File: src/soc_pkg.sv
`default_nettype none

package soc_pkg;

  // -------------------------------------------------
  // bus widths
  // -------------------------------------------------
  typedef logic [31:0] addr_t;  // byte address
  typedef logic [31:0] data_t;
  typedef logic [3:0]  strb_t;  // one bit per byte lane

  // -------------------------------------------------
  // address map
  // -------------------------------------------------
  localparam addr_t RAM_BASE      = 32'h0010_0000;  // scratch ram window
  localparam int    RAM_WORDS_DEF = 64;
  localparam addr_t CRG_BASE      = 32'h0011_0000;  // clock/reset generator regs
  localparam addr_t REGION_SIZE   = 32'h0001_0000;  // each window is 64 KiB

  // crg register offsets inside its window
  localparam logic [15:0] CRG_DIV_OFS  = 16'h0000;  // packed dividers
  localparam logic [15:0] CRG_CKEN_OFS = 16'h0004;  // enable bits

  // axi response codes
  localparam logic [1:0] RESP_OKAY   = 2'b00;
  localparam logic [1:0] RESP_SLVERR = 2'b10;
  localparam logic [1:0] RESP_DECERR = 2'b11;

  // clock groups: cpu, axi, apb, i2c, imp
  localparam int NUM_DOMAINS_DEF = 5;
  localparam int DIV_W           = 4;  // bits per divider field

  // request from the port to one target
  // only one target sees valid in a given cycle
  typedef struct packed {
    logic        valid;
    logic        write;
    logic [15:0] ofs;    // word aligned offset within the window
    data_t       wdata;
    strb_t       wstrb;
  } bus_req_t;

  // target answer, one cycle after the request
  typedef struct packed {
    logic  valid;
    data_t rdata;
    logic  err;    // mapped to SLVERR by the port
  } bus_rsp_t;

endpackage

`default_nettype wire

File: src/soc_axil_port.sv
`default_nettype none

module soc_axil_port (
  input  logic               clk_i,
  input  logic               rst_n_i,
  // write address / data
  input  logic               s_awvalid_i,
  output logic               s_awready_o,
  input  soc_pkg::addr_t     s_awaddr_i,
  input  logic               s_wvalid_i,
  output logic               s_wready_o,
  input  soc_pkg::data_t     s_wdata_i,
  input  soc_pkg::strb_t     s_wstrb_i,
  // write response
  output logic               s_bvalid_o,
  input  logic               s_bready_i,
  output logic [1:0]         s_bresp_o,
  // read address / data
  input  logic               s_arvalid_i,
  output logic               s_arready_o,
  input  soc_pkg::addr_t     s_araddr_i,
  output logic               s_rvalid_o,
  input  logic               s_rready_i,
  output soc_pkg::data_t     s_rdata_o,
  output logic [1:0]         s_rresp_o,
  // targets
  output soc_pkg::bus_req_t  ram_req_o,
  input  soc_pkg::bus_rsp_t  ram_rsp_i,
  output soc_pkg::bus_req_t  crg_req_o,
  input  soc_pkg::bus_rsp_t  crg_rsp_i
);

  typedef enum logic [1:0] {
    ST_IDLE,    // ready for a new transaction
    ST_WAIT,    // request issued, waiting for target
    ST_RESP_W,  // holding B
    ST_RESP_R   // holding R
  } state_e;

  state_e             state_q;
  logic               is_idle;
  logic               acc_wr;     // aw+w handshake this cycle
  logic               acc_rd;     // ar handshake this cycle
  logic               accept;
  soc_pkg::addr_t     acc_addr;
  logic               hit_ram;
  logic               hit_crg;
  soc_pkg::bus_req_t  req_q;      // shared payload for both targets
  logic               ram_vld_q;
  logic               crg_vld_q;
  logic               sel_ram_q;  // which target answers
  logic               dec_err_q;  // no target, answer locally
  logic               wait_ph_q;  // second wait cycle, used on decode error
  soc_pkg::bus_rsp_t  tgt_rsp;
  logic               tgt_done;
  logic [1:0]         resp_q;
  soc_pkg::data_t     rdata_q;

  // -------------------------------------------------
  // handshake and region decode
  // -------------------------------------------------
  assign is_idle = (state_q == ST_IDLE);
  assign acc_wr  = is_idle & s_awvalid_i & s_wvalid_i;  // aw and w taken together
  assign acc_rd  = is_idle & s_arvalid_i & ~s_awvalid_i & ~s_wvalid_i;  // writes first
  assign accept  = acc_wr | acc_rd;

  assign s_awready_o = acc_wr;
  assign s_wready_o  = acc_wr;
  assign s_arready_o = acc_rd;

  assign acc_addr = acc_wr ? s_awaddr_i : s_araddr_i;

  assign hit_ram = (acc_addr >= soc_pkg::RAM_BASE) &&
                   (acc_addr <  soc_pkg::RAM_BASE + soc_pkg::REGION_SIZE);
  assign hit_crg = (acc_addr >= soc_pkg::CRG_BASE) &&
                   (acc_addr <  soc_pkg::CRG_BASE + soc_pkg::REGION_SIZE);

  // answer from the selected target
  assign tgt_rsp  = sel_ram_q ? ram_rsp_i : crg_rsp_i;
  // decode error fakes the target latency so timing is identical
  assign tgt_done = dec_err_q ? wait_ph_q : tgt_rsp.valid;

  // -------------------------------------------------
  // control fsm
  // -------------------------------------------------
  always_ff @(posedge clk_i or negedge rst_n_i) begin
    if (!rst_n_i) begin
      state_q   <= ST_IDLE;
      ram_vld_q <= 1'b0;
      crg_vld_q <= 1'b0;
      sel_ram_q <= 1'b0;
      dec_err_q <= 1'b0;
      wait_ph_q <= 1'b0;
    end else begin
      ram_vld_q <= 1'b0;  // requests are single cycle
      crg_vld_q <= 1'b0;
      case (state_q)
        ST_IDLE: begin
          wait_ph_q <= 1'b0;
          if (accept) begin
            ram_vld_q <= hit_ram;
            crg_vld_q <= hit_crg;
            sel_ram_q <= hit_ram;
            dec_err_q <= ~hit_ram & ~hit_crg;
            state_q   <= ST_WAIT;
          end
        end
        ST_WAIT: begin
          wait_ph_q <= 1'b1;
          if (tgt_done) begin
            state_q <= req_q.write ? ST_RESP_W : ST_RESP_R;
          end
        end
        ST_RESP_W: if (s_bready_i) state_q <= ST_IDLE;  // master took B
        ST_RESP_R: if (s_rready_i) state_q <= ST_IDLE;  // master took R
        default:   state_q <= ST_IDLE;
      endcase
    end
  end

  // -------------------------------------------------
  // payload capture
  // -------------------------------------------------
  always_ff @(posedge clk_i) begin
    if (accept) begin
      req_q.valid <= 1'b0;  // per target valid is merged at the outputs
      req_q.write <= acc_wr;
      req_q.ofs   <= {acc_addr[15:2], 2'b00};  // byte lanes come from strobes
      req_q.wdata <= s_wdata_i;
      req_q.wstrb <= acc_wr ? s_wstrb_i : '0;
    end
    if ((state_q == ST_WAIT) && tgt_done) begin
      if (dec_err_q) begin
        resp_q  <= soc_pkg::RESP_DECERR;
        rdata_q <= '0;
      end else begin
        resp_q  <= tgt_rsp.err ? soc_pkg::RESP_SLVERR : soc_pkg::RESP_OKAY;
        rdata_q <= tgt_rsp.rdata;
      end
    end
  end

  always_comb begin
    ram_req_o       = req_q;
    ram_req_o.valid = ram_vld_q;
    crg_req_o       = req_q;
    crg_req_o.valid = crg_vld_q;
  end

  // responses held stable until the master takes them
  assign s_bvalid_o = (state_q == ST_RESP_W);
  assign s_bresp_o  = resp_q;
  assign s_rvalid_o = (state_q == ST_RESP_R);
  assign s_rresp_o  = resp_q;
  assign s_rdata_o  = rdata_q;

endmodule

`default_nettype wire

File: src/soc_scratch_ram.sv
`default_nettype none

module soc_scratch_ram #(
  parameter int RAM_WORDS = soc_pkg::RAM_WORDS_DEF
) (
  input  logic               clk_i,
  input  logic               rst_n_i,
  input  soc_pkg::bus_req_t  req_i,
  output soc_pkg::bus_rsp_t  rsp_o
);

  localparam int IDX_W  = (RAM_WORDS > 1) ? $clog2(RAM_WORDS) : 1;
  localparam int NBYTES = $bits(soc_pkg::strb_t);

  soc_pkg::data_t  mem [RAM_WORDS];
  logic [13:0]     word;     // word number inside the 64 KiB window
  logic [IDX_W-1:0] idx;
  logic            vld_q;
  soc_pkg::data_t  rdata_q;

  assign word = req_i.ofs[15:2];
  assign idx  = IDX_W'(word % 14'(RAM_WORDS));  // aliases past the depth

  // -------------------------------------------------
  // storage, byte lane writes
  // -------------------------------------------------
  always_ff @(posedge clk_i) begin
    if (req_i.valid && req_i.write) begin
      for (int b = 0; b < NBYTES; b++) begin
        if (req_i.wstrb[b]) begin
          mem[idx][8*b +: 8] <= req_i.wdata[8*b +: 8];
        end
      end
    end
    if (req_i.valid) begin
      rdata_q <= mem[idx];  // old word, only used on reads
    end
  end

  // answer one cycle after the request
  always_ff @(posedge clk_i or negedge rst_n_i) begin
    if (!rst_n_i) begin
      vld_q <= 1'b0;
    end else begin
      vld_q <= req_i.valid;
    end
  end

  always_comb begin
    rsp_o.valid = vld_q;
    rsp_o.rdata = rdata_q;
    rsp_o.err   = 1'b0;  // every offset maps somewhere
  end

endmodule

`default_nettype wire

File: src/soc_crg_regs.sv
`default_nettype none

module soc_crg_regs #(
  parameter  int NUM_DOMAINS = soc_pkg::NUM_DOMAINS_DEF,
  localparam int CFG_W       = NUM_DOMAINS * (soc_pkg::DIV_W + 1)
) (
  input  logic               clk_i,
  input  logic               rst_n_i,
  input  soc_pkg::bus_req_t  req_i,
  output soc_pkg::bus_rsp_t  rsp_o,
  output logic [CFG_W-1:0]   cfg_o
);

  localparam int DIV_BITS = NUM_DOMAINS * soc_pkg::DIV_W;  // must fit one word

  // dividers above, enable bits in the low end
  typedef struct packed {
    logic [NUM_DOMAINS-1:0][soc_pkg::DIV_W-1:0] div;
    logic [NUM_DOMAINS-1:0]                     cken;
  } crg_cfg_t;

  crg_cfg_t        cfg_q;
  logic            hit_div;
  logic            hit_cken;
  soc_pkg::data_t  rd_word;
  logic            vld_q;
  logic            err_q;
  soc_pkg::data_t  rdata_q;

  assign hit_div  = (req_i.ofs == soc_pkg::CRG_DIV_OFS);
  assign hit_cken = (req_i.ofs == soc_pkg::CRG_CKEN_OFS);

  // readback, upper bits zero
  always_comb begin
    rd_word = '0;
    if (hit_div)  rd_word = soc_pkg::data_t'(cfg_q.div);
    if (hit_cken) rd_word = soc_pkg::data_t'(cfg_q.cken);
  end

  // -------------------------------------------------
  // control registers
  // -------------------------------------------------
  always_ff @(posedge clk_i or negedge rst_n_i) begin
    if (!rst_n_i) begin
      cfg_q.div  <= '0;  // full speed
      cfg_q.cken <= '1;  // every group running
      vld_q      <= 1'b0;
    end else begin
      vld_q <= req_i.valid;
      if (req_i.valid && req_i.write) begin
        // strobes ignored, whole field written
        if (hit_div)  cfg_q.div  <= req_i.wdata[DIV_BITS-1:0];
        if (hit_cken) cfg_q.cken <= req_i.wdata[NUM_DOMAINS-1:0];
      end
    end
  end

  // response payload
  always_ff @(posedge clk_i) begin
    if (req_i.valid) begin
      err_q   <= ~hit_div & ~hit_cken;  // unknown offset, nothing written
      rdata_q <= rd_word;
    end
  end

  always_comb begin
    rsp_o.valid = vld_q;
    rsp_o.rdata = rdata_q;
    rsp_o.err   = err_q;
  end

  assign cfg_o = cfg_q;

endmodule

`default_nettype wire

File: src/soc_clk_en_gen.sv
`default_nettype none

module soc_clk_en_gen #(
  parameter  int NUM_DOMAINS = soc_pkg::NUM_DOMAINS_DEF,
  localparam int CFG_W       = NUM_DOMAINS * (soc_pkg::DIV_W + 1)
) (
  input  logic                    clk_i,
  input  logic                    rst_n_i,
  input  logic [CFG_W-1:0]        cfg_i,
  output logic [NUM_DOMAINS-1:0]  clk_en_o
);

  // same layout as the crg register block
  typedef struct packed {
    logic [NUM_DOMAINS-1:0][soc_pkg::DIV_W-1:0] div;
    logic [NUM_DOMAINS-1:0]                     cken;
  } crg_cfg_t;

  crg_cfg_t                                   cfg;
  crg_cfg_t                                   cfg_q;  // last seen settings
  logic [NUM_DOMAINS-1:0]                     chg;
  logic [NUM_DOMAINS-1:0][soc_pkg::DIV_W-1:0] cnt_q;
  logic [NUM_DOMAINS-1:0]                     en_q;

  assign cfg = crg_cfg_t'(cfg_i);

  // a new divider or enable restarts that group only
  always_comb begin
    for (int d = 0; d < NUM_DOMAINS; d++) begin
      chg[d] = (cfg.div[d] != cfg_q.div[d]) || (cfg.cken[d] != cfg_q.cken[d]);
    end
  end

  // -------------------------------------------------
  // per group divider, period div+1
  // -------------------------------------------------
  always_ff @(posedge clk_i or negedge rst_n_i) begin
    if (!rst_n_i) begin
      cfg_q.div  <= '0;
      cfg_q.cken <= '1;
      cnt_q      <= '0;
      en_q       <= '0;
    end else begin
      cfg_q <= cfg;
      for (int d = 0; d < NUM_DOMAINS; d++) begin
        if (chg[d]) begin
          cnt_q[d] <= '0;
          en_q[d]  <= 1'b0;
        end else if (cnt_q[d] == cfg_q.div[d]) begin
          cnt_q[d] <= '0;
          en_q[d]  <= cfg_q.cken[d];  // gated off keeps it low
        end else begin
          cnt_q[d] <= cnt_q[d] + 1'b1;
          en_q[d]  <= 1'b0;
        end
      end
    end
  end

  assign clk_en_o = en_q;

endmodule

`default_nettype wire

File: src/soc_ctrl_top.sv
`default_nettype none

module soc_ctrl_top #(
  parameter int NUM_DOMAINS = soc_pkg::NUM_DOMAINS_DEF,
  parameter int RAM_WORDS   = soc_pkg::RAM_WORDS_DEF
) (
  input  logic                    clk_i,
  input  logic                    rst_n_i,
  input  logic                    s_awvalid_i,
  output logic                    s_awready_o,
  input  soc_pkg::addr_t          s_awaddr_i,
  input  logic                    s_wvalid_i,
  output logic                    s_wready_o,
  input  soc_pkg::data_t          s_wdata_i,
  input  soc_pkg::strb_t          s_wstrb_i,
  output logic                    s_bvalid_o,
  input  logic                    s_bready_i,
  output logic [1:0]              s_bresp_o,
  input  logic                    s_arvalid_i,
  output logic                    s_arready_o,
  input  soc_pkg::addr_t          s_araddr_i,
  output logic                    s_rvalid_o,
  input  logic                    s_rready_i,
  output soc_pkg::data_t          s_rdata_o,
  output logic [1:0]              s_rresp_o,
  output logic [NUM_DOMAINS-1:0]  clk_en_o
);

  localparam int CFG_W = NUM_DOMAINS * (soc_pkg::DIV_W + 1);

  soc_pkg::bus_req_t  ram_req;
  soc_pkg::bus_rsp_t  ram_rsp;
  soc_pkg::bus_req_t  crg_req;
  soc_pkg::bus_rsp_t  crg_rsp;
  logic [CFG_W-1:0]   crg_cfg;  // dividers and enables

  // -------------------------------------------------
  // axi-lite slave and decoder
  // -------------------------------------------------
  soc_axil_port u0_axil_port (
    .clk_i        ( clk_i       ),
    .rst_n_i      ( rst_n_i     ),
    .s_awvalid_i  ( s_awvalid_i ),
    .s_awready_o  ( s_awready_o ),
    .s_awaddr_i   ( s_awaddr_i  ),
    .s_wvalid_i   ( s_wvalid_i  ),
    .s_wready_o   ( s_wready_o  ),
    .s_wdata_i    ( s_wdata_i   ),
    .s_wstrb_i    ( s_wstrb_i   ),
    .s_bvalid_o   ( s_bvalid_o  ),
    .s_bready_i   ( s_bready_i  ),
    .s_bresp_o    ( s_bresp_o   ),
    .s_arvalid_i  ( s_arvalid_i ),
    .s_arready_o  ( s_arready_o ),
    .s_araddr_i   ( s_araddr_i  ),
    .s_rvalid_o   ( s_rvalid_o  ),
    .s_rready_i   ( s_rready_i  ),
    .s_rdata_o    ( s_rdata_o   ),
    .s_rresp_o    ( s_rresp_o   ),
    .ram_req_o    ( ram_req     ),
    .ram_rsp_i    ( ram_rsp     ),
    .crg_req_o    ( crg_req     ),
    .crg_rsp_i    ( crg_rsp     )
  );

  // -------------------------------------------------
  // targets
  // -------------------------------------------------
  soc_scratch_ram #(
    .RAM_WORDS    ( RAM_WORDS   )
  ) u0_scratch_ram (
    .clk_i        ( clk_i       ),
    .rst_n_i      ( rst_n_i     ),
    .req_i        ( ram_req     ),  // 0x0010_0000
    .rsp_o        ( ram_rsp     )
  );

  soc_crg_regs #(
    .NUM_DOMAINS  ( NUM_DOMAINS )
  ) u0_crg_regs (
    .clk_i        ( clk_i       ),
    .rst_n_i      ( rst_n_i     ),
    .req_i        ( crg_req     ),  // 0x0011_0000
    .rsp_o        ( crg_rsp     ),
    .cfg_o        ( crg_cfg     )
  );

  // clock group enables
  soc_clk_en_gen #(
    .NUM_DOMAINS  ( NUM_DOMAINS )
  ) u0_clk_en_gen (
    .clk_i        ( clk_i       ),
    .rst_n_i      ( rst_n_i     ),
    .cfg_i        ( crg_cfg     ),
    .clk_en_o     ( clk_en_o    )
  );

endmodule

`default_nettype wire

File: config.mk
export PLATFORM = sky130hd
export DESIGN_NAME = soc_ctrl_top
export DESIGN_NICKNAME = d
export VERILOG_FILES = /design/src/soc_pkg.sv /design/src/soc_axil_port.sv /design/src/soc_scratch_ram.sv /design/src/soc_crg_regs.sv /design/src/soc_clk_en_gen.sv /design/src/soc_ctrl_top.sv
export SDC_FILE = /design/constraint.sdc
export NUM_CORES = 2
export LEC_CHECK = 0
export ABC_CLOCK_PERIOD_IN_PS = 7000
export BUFFER_PORTS_ARGS = -buffer_cell sky130_fd_sc_hd__buf_2
export CORE_ASPECT_RATIO = 1.2
export CORE_UTILIZATION = 40
export CTS_CLUSTER_SIZE = 40
export DETAILED_ROUTE_END_ITERATION = 12
export PLACE_DENSITY = 0.56
export SLEW_MARGIN = 10
export SYNTH_ARGS = -nofsm -noshare
export SYNTH_HDL_FRONTEND = slang
export SYNTH_SLANG_ARGS = --single-unit
File: constraint.sdc
create_clock -name clk_i -period 7 [get_ports clk_i]
set_input_delay 0.35 -clock clk_i [delete_from_list [all_inputs] [get_ports clk_i]]
set_output_delay 0.35 -clock clk_i [all_outputs]
set_load 0.1 [all_outputs]
Word-level counts from Yosys, hierarchy flattened:

Memories as Yosys holds them, arrays and structs flattened. A register that Yosys moved wholly into a read port is not among the register bits.
Index checks and enable logic that the tools add are counted.

* muxes and demuxes: 49
* add/subtract/negate cells: 5
* bitwise operators: 14
* $lt $le $gt $ge: 4
* equal/unequal tests: 23
* reduce and logical (&&, ||, !) cells: 18

Operators by type and width (count)
* 32-bit by 21-bit greater-or-equal comparator with 1-bit output, second input constant: 2
* 32-bit by 21-bit < comparator with 1-bit output, second input constant: 2
* 4-bit 2-to-1 mux: 10
* 34-bit 2-to-1 mux: 1
* 32-bit 2-to-1 mux: 1
* 1-bit 2-to-1 mux: 28
* 4-bit by 1-bit adder with 4-bit output, second input constant: 5
* 4-bit equality test: 5
* 4-bit != test: 5
* 16-bit logical NOT: 1
* 14-bit by 1-bit equality test with 1-bit output, second input constant: 1
* 2-bit 2-to-1 mux: 5
* 5-bit 2-to-1 mux: 2
* 2-bit one-hot mux with 4 select lines: 1
* 1-bit bitwise AND: 7
* 2-bit by 1-bit != test with 1-bit output, second input constant: 3
* 1-bit NOT: 6
* 2-bit AND reduction: 3
* 1-bit logical AND: 5
* 1-bit logical OR: 5
* 1-bit != test: 5
* 2-bit equality test, second input constant: 2
* 4-bit AND reduction: 1
* 2-bit by 1-bit equality test with 1-bit output, second input constant: 1
* 6 further kinds: 6

* memories kept: 1
* RAM bits: 2048
* register bits: 202
* input port bits: 107

Memories
* u0_scratch_ram.mem: depth 64, bits a word 32, read ports 1, clocked after Yosys merged registers in 1, wr ports 1, RTL line soc_scratch_ram.sv:15 `soc_pkg::data_t mem [RAM_WORDS];`

Longest topological paths before layout:

* depth after elaboration: 8
* mapped depth: 11
* mapped depth without buffers: 5

Modules after synthesis:

From an unflattened synthesis, not the netlist that was laid out.

* cell total of the unflattened synthesis: 5208
* area total of the unflattened synthesis: 88567.4 µm²

By module, submodules not included
* soc_scratch_ram: cells each 4600, area each 80224.4 µm², times used 1
* soc_axil_port: cells each 320, area each 4201.5 µm², times used 1
* soc_clk_en_gen: cells each 164, area each 2184.6 µm², times used 1
* soc_crg_regs: cells each 124, area each 1956.9 µm², times used 1

Worst setup path after synthesis:

Ideal clock, no wire load.

* path kind: register to register
* from: register u0_axil_port.state_q[1]
* to: register u0_axil_port.dec_err_q
* required time: 6.873 ns
* library setup time: 0.127 ns
* arrival: 5.289 ns
* path slack: 1.584 ns
* period minus slack after synthesis: 5.416 ns
* stages on the path, launching flop included: 5
* path buffers: 1
* cell sequence: dfrtp_1 clkbuf_1 a211oi_1 nand2_1 o21a_1

* elaborated cells between the ends (all ways): 18
* those cells by class: order compare (4); mux (1); bitwise (9); reduce/logical (4)

RTL lines
* start: declaration: RTL line soc_axil_port.sv:40 `state_e state_q;`
* start signal: assignment: RTL line soc_axil_port.sv:111 `state_q <= req_q.write ? ST_RESP_W : ST_RESP_R;`
* 2-bit logical NOT *: RTL line soc_axil_port.sv:62 `assign is_idle = (state_q == ST_IDLE);`
* 1-bit bitwise AND (3 in a row): RTL line soc_axil_port.sv:64 `assign acc_rd = is_idle & s_arvalid_i & ~s_awvalid_i & ~s_wvalid_i;`
* 1-bit bitwise OR *: RTL line soc_axil_port.sv:65 `assign accept = acc_wr | acc_rd;`
* net u0_axil_port.accept: RTL line soc_axil_port.sv:44 `logic accept;`
* 2-bit AND reduction (no source line) *
* end signal: assignment: RTL line soc_axil_port.sv:104 `dec_err_q <= ~hit_ram & ~hit_crg;`
* end: declaration: RTL line soc_axil_port.sv:52 `logic dec_err_q;`

The timed path passes the listed nets; every way through them passes the cells marked *.
A chain may end at the register's enable or synchronous reset.

Worst setup path after layout:

* from: register u0_axil_port.req_q (netlist bit u0_axil_port.crg_req_o[38])
* to: memory u0_scratch_ram.mem[26][10] in the netlist's numbering, enable pin

RTL lines
* start: declaration: RTL line soc_axil_port.sv:48 `soc_pkg::bus_req_t req_q;`
* end: declaration: RTL line soc_scratch_ram.sv:15

No word-level cell before the write port.

==> results.md <==
- Area growth syn-to-layout: 13.1%
- Final worst path period share: 65.9%
- Cell count after synthesis: between 5,000 and 6,000
- Number of nets in the final layout: 5,715
- TritonCTS clock tree: done
- Setup_tns: 0 ns
- Drt wl/cell: 34.3 µm
- Wire length of the first global-routing pass: 414 mm
- Actual slew at the worst max-slew pin: 1.38 ns
- Share of total power in sequential cells: 49.2%
- Sw power: between 8000 and 9000 µW
- Antenna-violating nets left: 0
- Die height: between 500 and 600 µm
- Synth async-reset ratio: 3.70%
- HPWL after detailed placement: between 150 and 200 mm
- Share of power burned in the clock network: between 30% and 40%
- Clock period minus final worst setup slack: 4.61 ns
- Cell taking the most area after synthesis: sky130_fd_sc_hd__edfxtp_1
- Vias per Instance: roughly 6.2
- Type of the most critical hold path: in2reg
- Count of different cell masters after synthesis: 71
- Max cap viols: 0
- Port bufs: approximately 150
- Starting density of the core: between 40% and 50%
- Synth Flop Type: sky130_fd_sc_hd__edfxtp_1
- Final Power: roughly 31,000 µW
- Total global-route track usage: a little over a quarter
- Number of rows created at floorplan: between 150 and 200
- Internal power: roughly 23,000 µW
- Synth Cell Area: slightly below 0.09 mm²
- Worst IR Drop VDD: 341 µV
- Post-CTS Setup Bufs: 0
- Final wirelength: about 300 mm
- Most frequent cells after synthesis: sky130_fd_sc_hd__edfxtp_1 (2,186), sky130_fd_sc_hd__nor2_1 (344), sky130_fd_sc_hd__a22oi_1 (311)
- Initial antenna violation count: 22
- Iter 0 DRT Violations: slightly below 8,000
- Most frequently used cell type in the post-synthesis netlist: sky130_fd_sc_hd__edfxtp_1
- Maximum fanout encountered on the critical timing path: 80
- Final setup skew: 0.0360 ns
- Critical Path End Type: flip-flop
- Layout filler cell count: between 15,000 and 20,000
- Static Leakage: between 0.03 and 0.04 µW
- Headroom to the max-slew limit: between 7 and 8%
- Post-synth EDFFs: around 2,200
- Number of H-tree levels: 4
- Gate power share: around 14%
- Fraction of final layout cells sized beyond drive strength 1: 15.9%
- Residual overflow from global routing: 0
- Register area: roughly 0.068 mm²
- Std-Cell Core Area: around 0.22 mm²
- Number of global-route vias before repair: 52,400
- Result of the run: finished, final reports clean
- Post-synth net total: 5,543
- Setup repair after global routing missed its margin: false
- Data arrival time of the worst path: approximately 5 ns
- DRC errors left: 0
- Avg Inst Size Synth: 16.5 µm²
- Hold Vio Cnt, Final: 0
- Sink count of the clock tree: approximately 2,300
- Total of endpoints with negative setup slack in the final report: 0
- Boundary pin count: 153
- Number of buffers added by the clock tree synthesis step: approximately 220
- Synth top area cells: sky130_fd_sc_hd__edfxtp_1 (73%), sky130_fd_sc_hd__a221oi_1 (2.9%), sky130_fd_sc_hd__a22oi_1 (2.6%)
- FF+latch count, synth: between 2,000 and 2,500
- Share of the synthesized area in the top cell type: 73.5%
- Area occupied by multi-input gates: roughly 0.02 mm²
- Routability-driven placement congestion ratio: slightly below 0.9
- Pin count of the biggest net entering global routing: slightly below 200
- Power per cell area: between 300 and 400 mW/mm²
- Later-pin clock latency in the skew report: just over 0.9 ns
- Detailed-routing iteration count for the pre-antenna-repair pass: 6
- Sequential cell area fraction in the yosys report: 75.8%
- Post-Route Utilization: between 40% and 50%
- Count of synthesis-stage warnings from yosys: 0
- Switching Fraction: a little over a quarter
- Bufs on Longest Clock Path: 3
- F_max: between 0.2 and 0.25 GHz
- Number of vias in the routed layout: 54,600
- Clock slew seen by the registers of the worst setup and hold paths: approximately 0.070 ns
- CTS Root Buffer Type: sky130_fd_sc_hd__clkbuf_16
- Start-to-end type of the worst setup path: reg2reg
- Fin. max-slew vios: 0
- WP data required: between 7 and 8 ns
- Die width: about 430 µm
- DIE AREA: ~0.23 mm²
- Startpoint type of the worst setup path: flip-flop
state kept, by name, summed over array words and instances (netlist names):
name                    flops
u0_axil_port.wait_ph_q      1
u0_clk_en_gen.cnt_q        20
u0_crg_regs.cfg_o          25
u0_crg_regs.err_q           1
u0_crg_regs.vld_q           1
u0_clk_en_gen.clk_en_o      5
u0_axil_port.sel_ram_q      1
u0_crg_regs.rdata_q        20
u0_scratch_ram.mem       2048
u0_axil_port.s_bresp_o      2
u0_axil_port.dec_err_q      1
u0_axil_port.crg_req_o     51
u0_scratch_ram.rdata_q     32
u0_axil_port.ram_vld_q      1
u0_axil_port.crg_vld_q      1
u0_axil_port.s_rdata_o     32
u0_scratch_ram.vld_q        1
u0_axil_port.state_q        2
u0_clk_en_gen.cfg_q        25
worst max-delay path: stages (launching register included):
cell	delay (ns)
sky130_fd_sc_hd__edfxtp_1	0.64
sky130_fd_sc_hd__buf_4	0.48
sky130_fd_sc_hd__nor3b_4	0.81
sky130_fd_sc_hd__buf_4	0.46
sky130_fd_sc_hd__nand2_1	0.66
sky130_fd_sc_hd__nor2_1	1.14
power groups by stage:
stage / combinational (µW) / sequential, µW / clock (µW)
after floorplan: 1980 / 16200 / 0
after global placement: 4170 / 15700 / 0
after detailed placement: 4220 / 15700 / 0
after CTS: 4280 / 15400 / 11700
after global routing: 4470 / 15400 / 12200
final: 4340 / 15400 / 11600
area by class of cell:
type | count | area share, %
clock buffer | 276 | 5.76
multi-input combinational | 2713 | 19.5
tap | 2960 | 3.66
timing repair buffer | 385 | 2.88
clock inverter | 130 | 1.08
sequential | 2270 | 67.0
antenna | 13 | 0.0322
inverter | 11 | 0.0508
final timing paths:
check / slack, ns / end / depth (start not counted) / start
setup / recovery: 2.39 / u0_scratch_ram.mem[26][10]$_DFFE_PP_ / 5 / u0_axil_port.crg_req_o[38]$_DFFE_PN_
hold / removal: 0.07 / u0_axil_port.crg_req_o[4]$_DFFE_PN_ / 3 / s_awvalid_i
setup reg to reg: 2.39 / u0_scratch_ram.mem[26][10]$_DFFE_PP_ / 5 / u0_axil_port.crg_req_o[38]$_DFFE_PN_
hold reg to reg: 0.39 / u0_clk_en_gen.cfg_q[2]$_DFF_PN1_ / 0 / u0_crg_regs.cfg_o[2]$_DFFE_PN1P_
max in group asynchronous: 5.79 / u0_clk_en_gen.cnt_q[5]$_DFF_PN0_ / 4 / rst_n_i
min in group asynchronous: 0.53 / u0_clk_en_gen.cfg_q[4]$_DFF_PN1_ / 3 / rst_n_i
cells in the final DEF, fill, tap and decap left out, types with 50 or more instances in the layout:
cell type                       instances
sky130_fd_sc_hd__clkbuf_1              50
sky130_fd_sc_hd__buf_2                147
sky130_fd_sc_hd__clkbuf_16            224
sky130_fd_sc_hd__mux4_2                56
sky130_fd_sc_hd__o22ai_1              108
sky130_fd_sc_hd__nor2_1               340
sky130_fd_sc_hd__or3b_2                60
sky130_fd_sc_hd__clkinv_1              60
sky130_fd_sc_hd__a22oi_1              311
sky130_fd_sc_hd__nand3b_1             171
sky130_fd_sc_hd__a21oi_1              176
sky130_fd_sc_hd__edfxtp_1            2186
sky130_fd_sc_hd__dlygate4sd3_1         79
sky130_fd_sc_hd__a221oi_1             301
sky130_fd_sc_hd__dfrtp_1               73
sky130_fd_sc_hd__mux2i_1               83
sky130_fd_sc_hd__nand3_1               75
sky130_fd_sc_hd__mux2_2               148
sky130_fd_sc_hd__o21ai_0               86
sky130_fd_sc_hd__nand2_1              178
sky130_fd_sc_hd__buf_4                144
per-layer routing:
| metal | routed length, µm | up-vias | GRT usage, % | share of wire, % |
|---|---|---|---|---|
| met5 | 184 | - | 0.319 | 0.061 |
| li1 | - | 22300 | - | - |
| met3 | 31100 | 617 | 5.88 | 10 |
| met2 | 140000 | 3287 | 40.8 | 47 |
| met4 | 15500 | 16 | 12.9 | 5.2 |
| met1 | 114000 | 28400 | 34.5 | 38 |
timing repair:
| action | CTS | global route |
|---|---|---|
| resized for setup | 0 | 0 |
| hold buffers | 80 | 0 |
| endpoints found under the hold margin | 91 | 0 |
per-stage QoR:
stage	area, µm²	worst slack (ns)	hold slack [ns]	instances
2_1_floorplan	89400	1.58	0.0544	5431
3_3_place_gp	93300	2.63	0.342	8259
3_5_place_dp	93300	2.67	0.341	8259
4_1_cts	101000	2.64	0.00480	8745
5_1_grt	101000	2.34	0.0506	8747
6_report	101000	2.39	0.0660	8758
cell families after synthesis:
group / Yosys count / synth area share, %
flip-flops: 2270 / 75.8
AO/OA/AOI/OAI: 1203 / 9.89
AND/OR/NAND/NOR: 1161 / 7.09
buffers and inverters: 448 / 2.35
multiplexers: 289 / 4.23
XOR/XNOR: 55 / 0.539
adder cells (fa/ha/maj): 5 / 0.0700
Note: power is estimated with default switching activity, not from simulation.
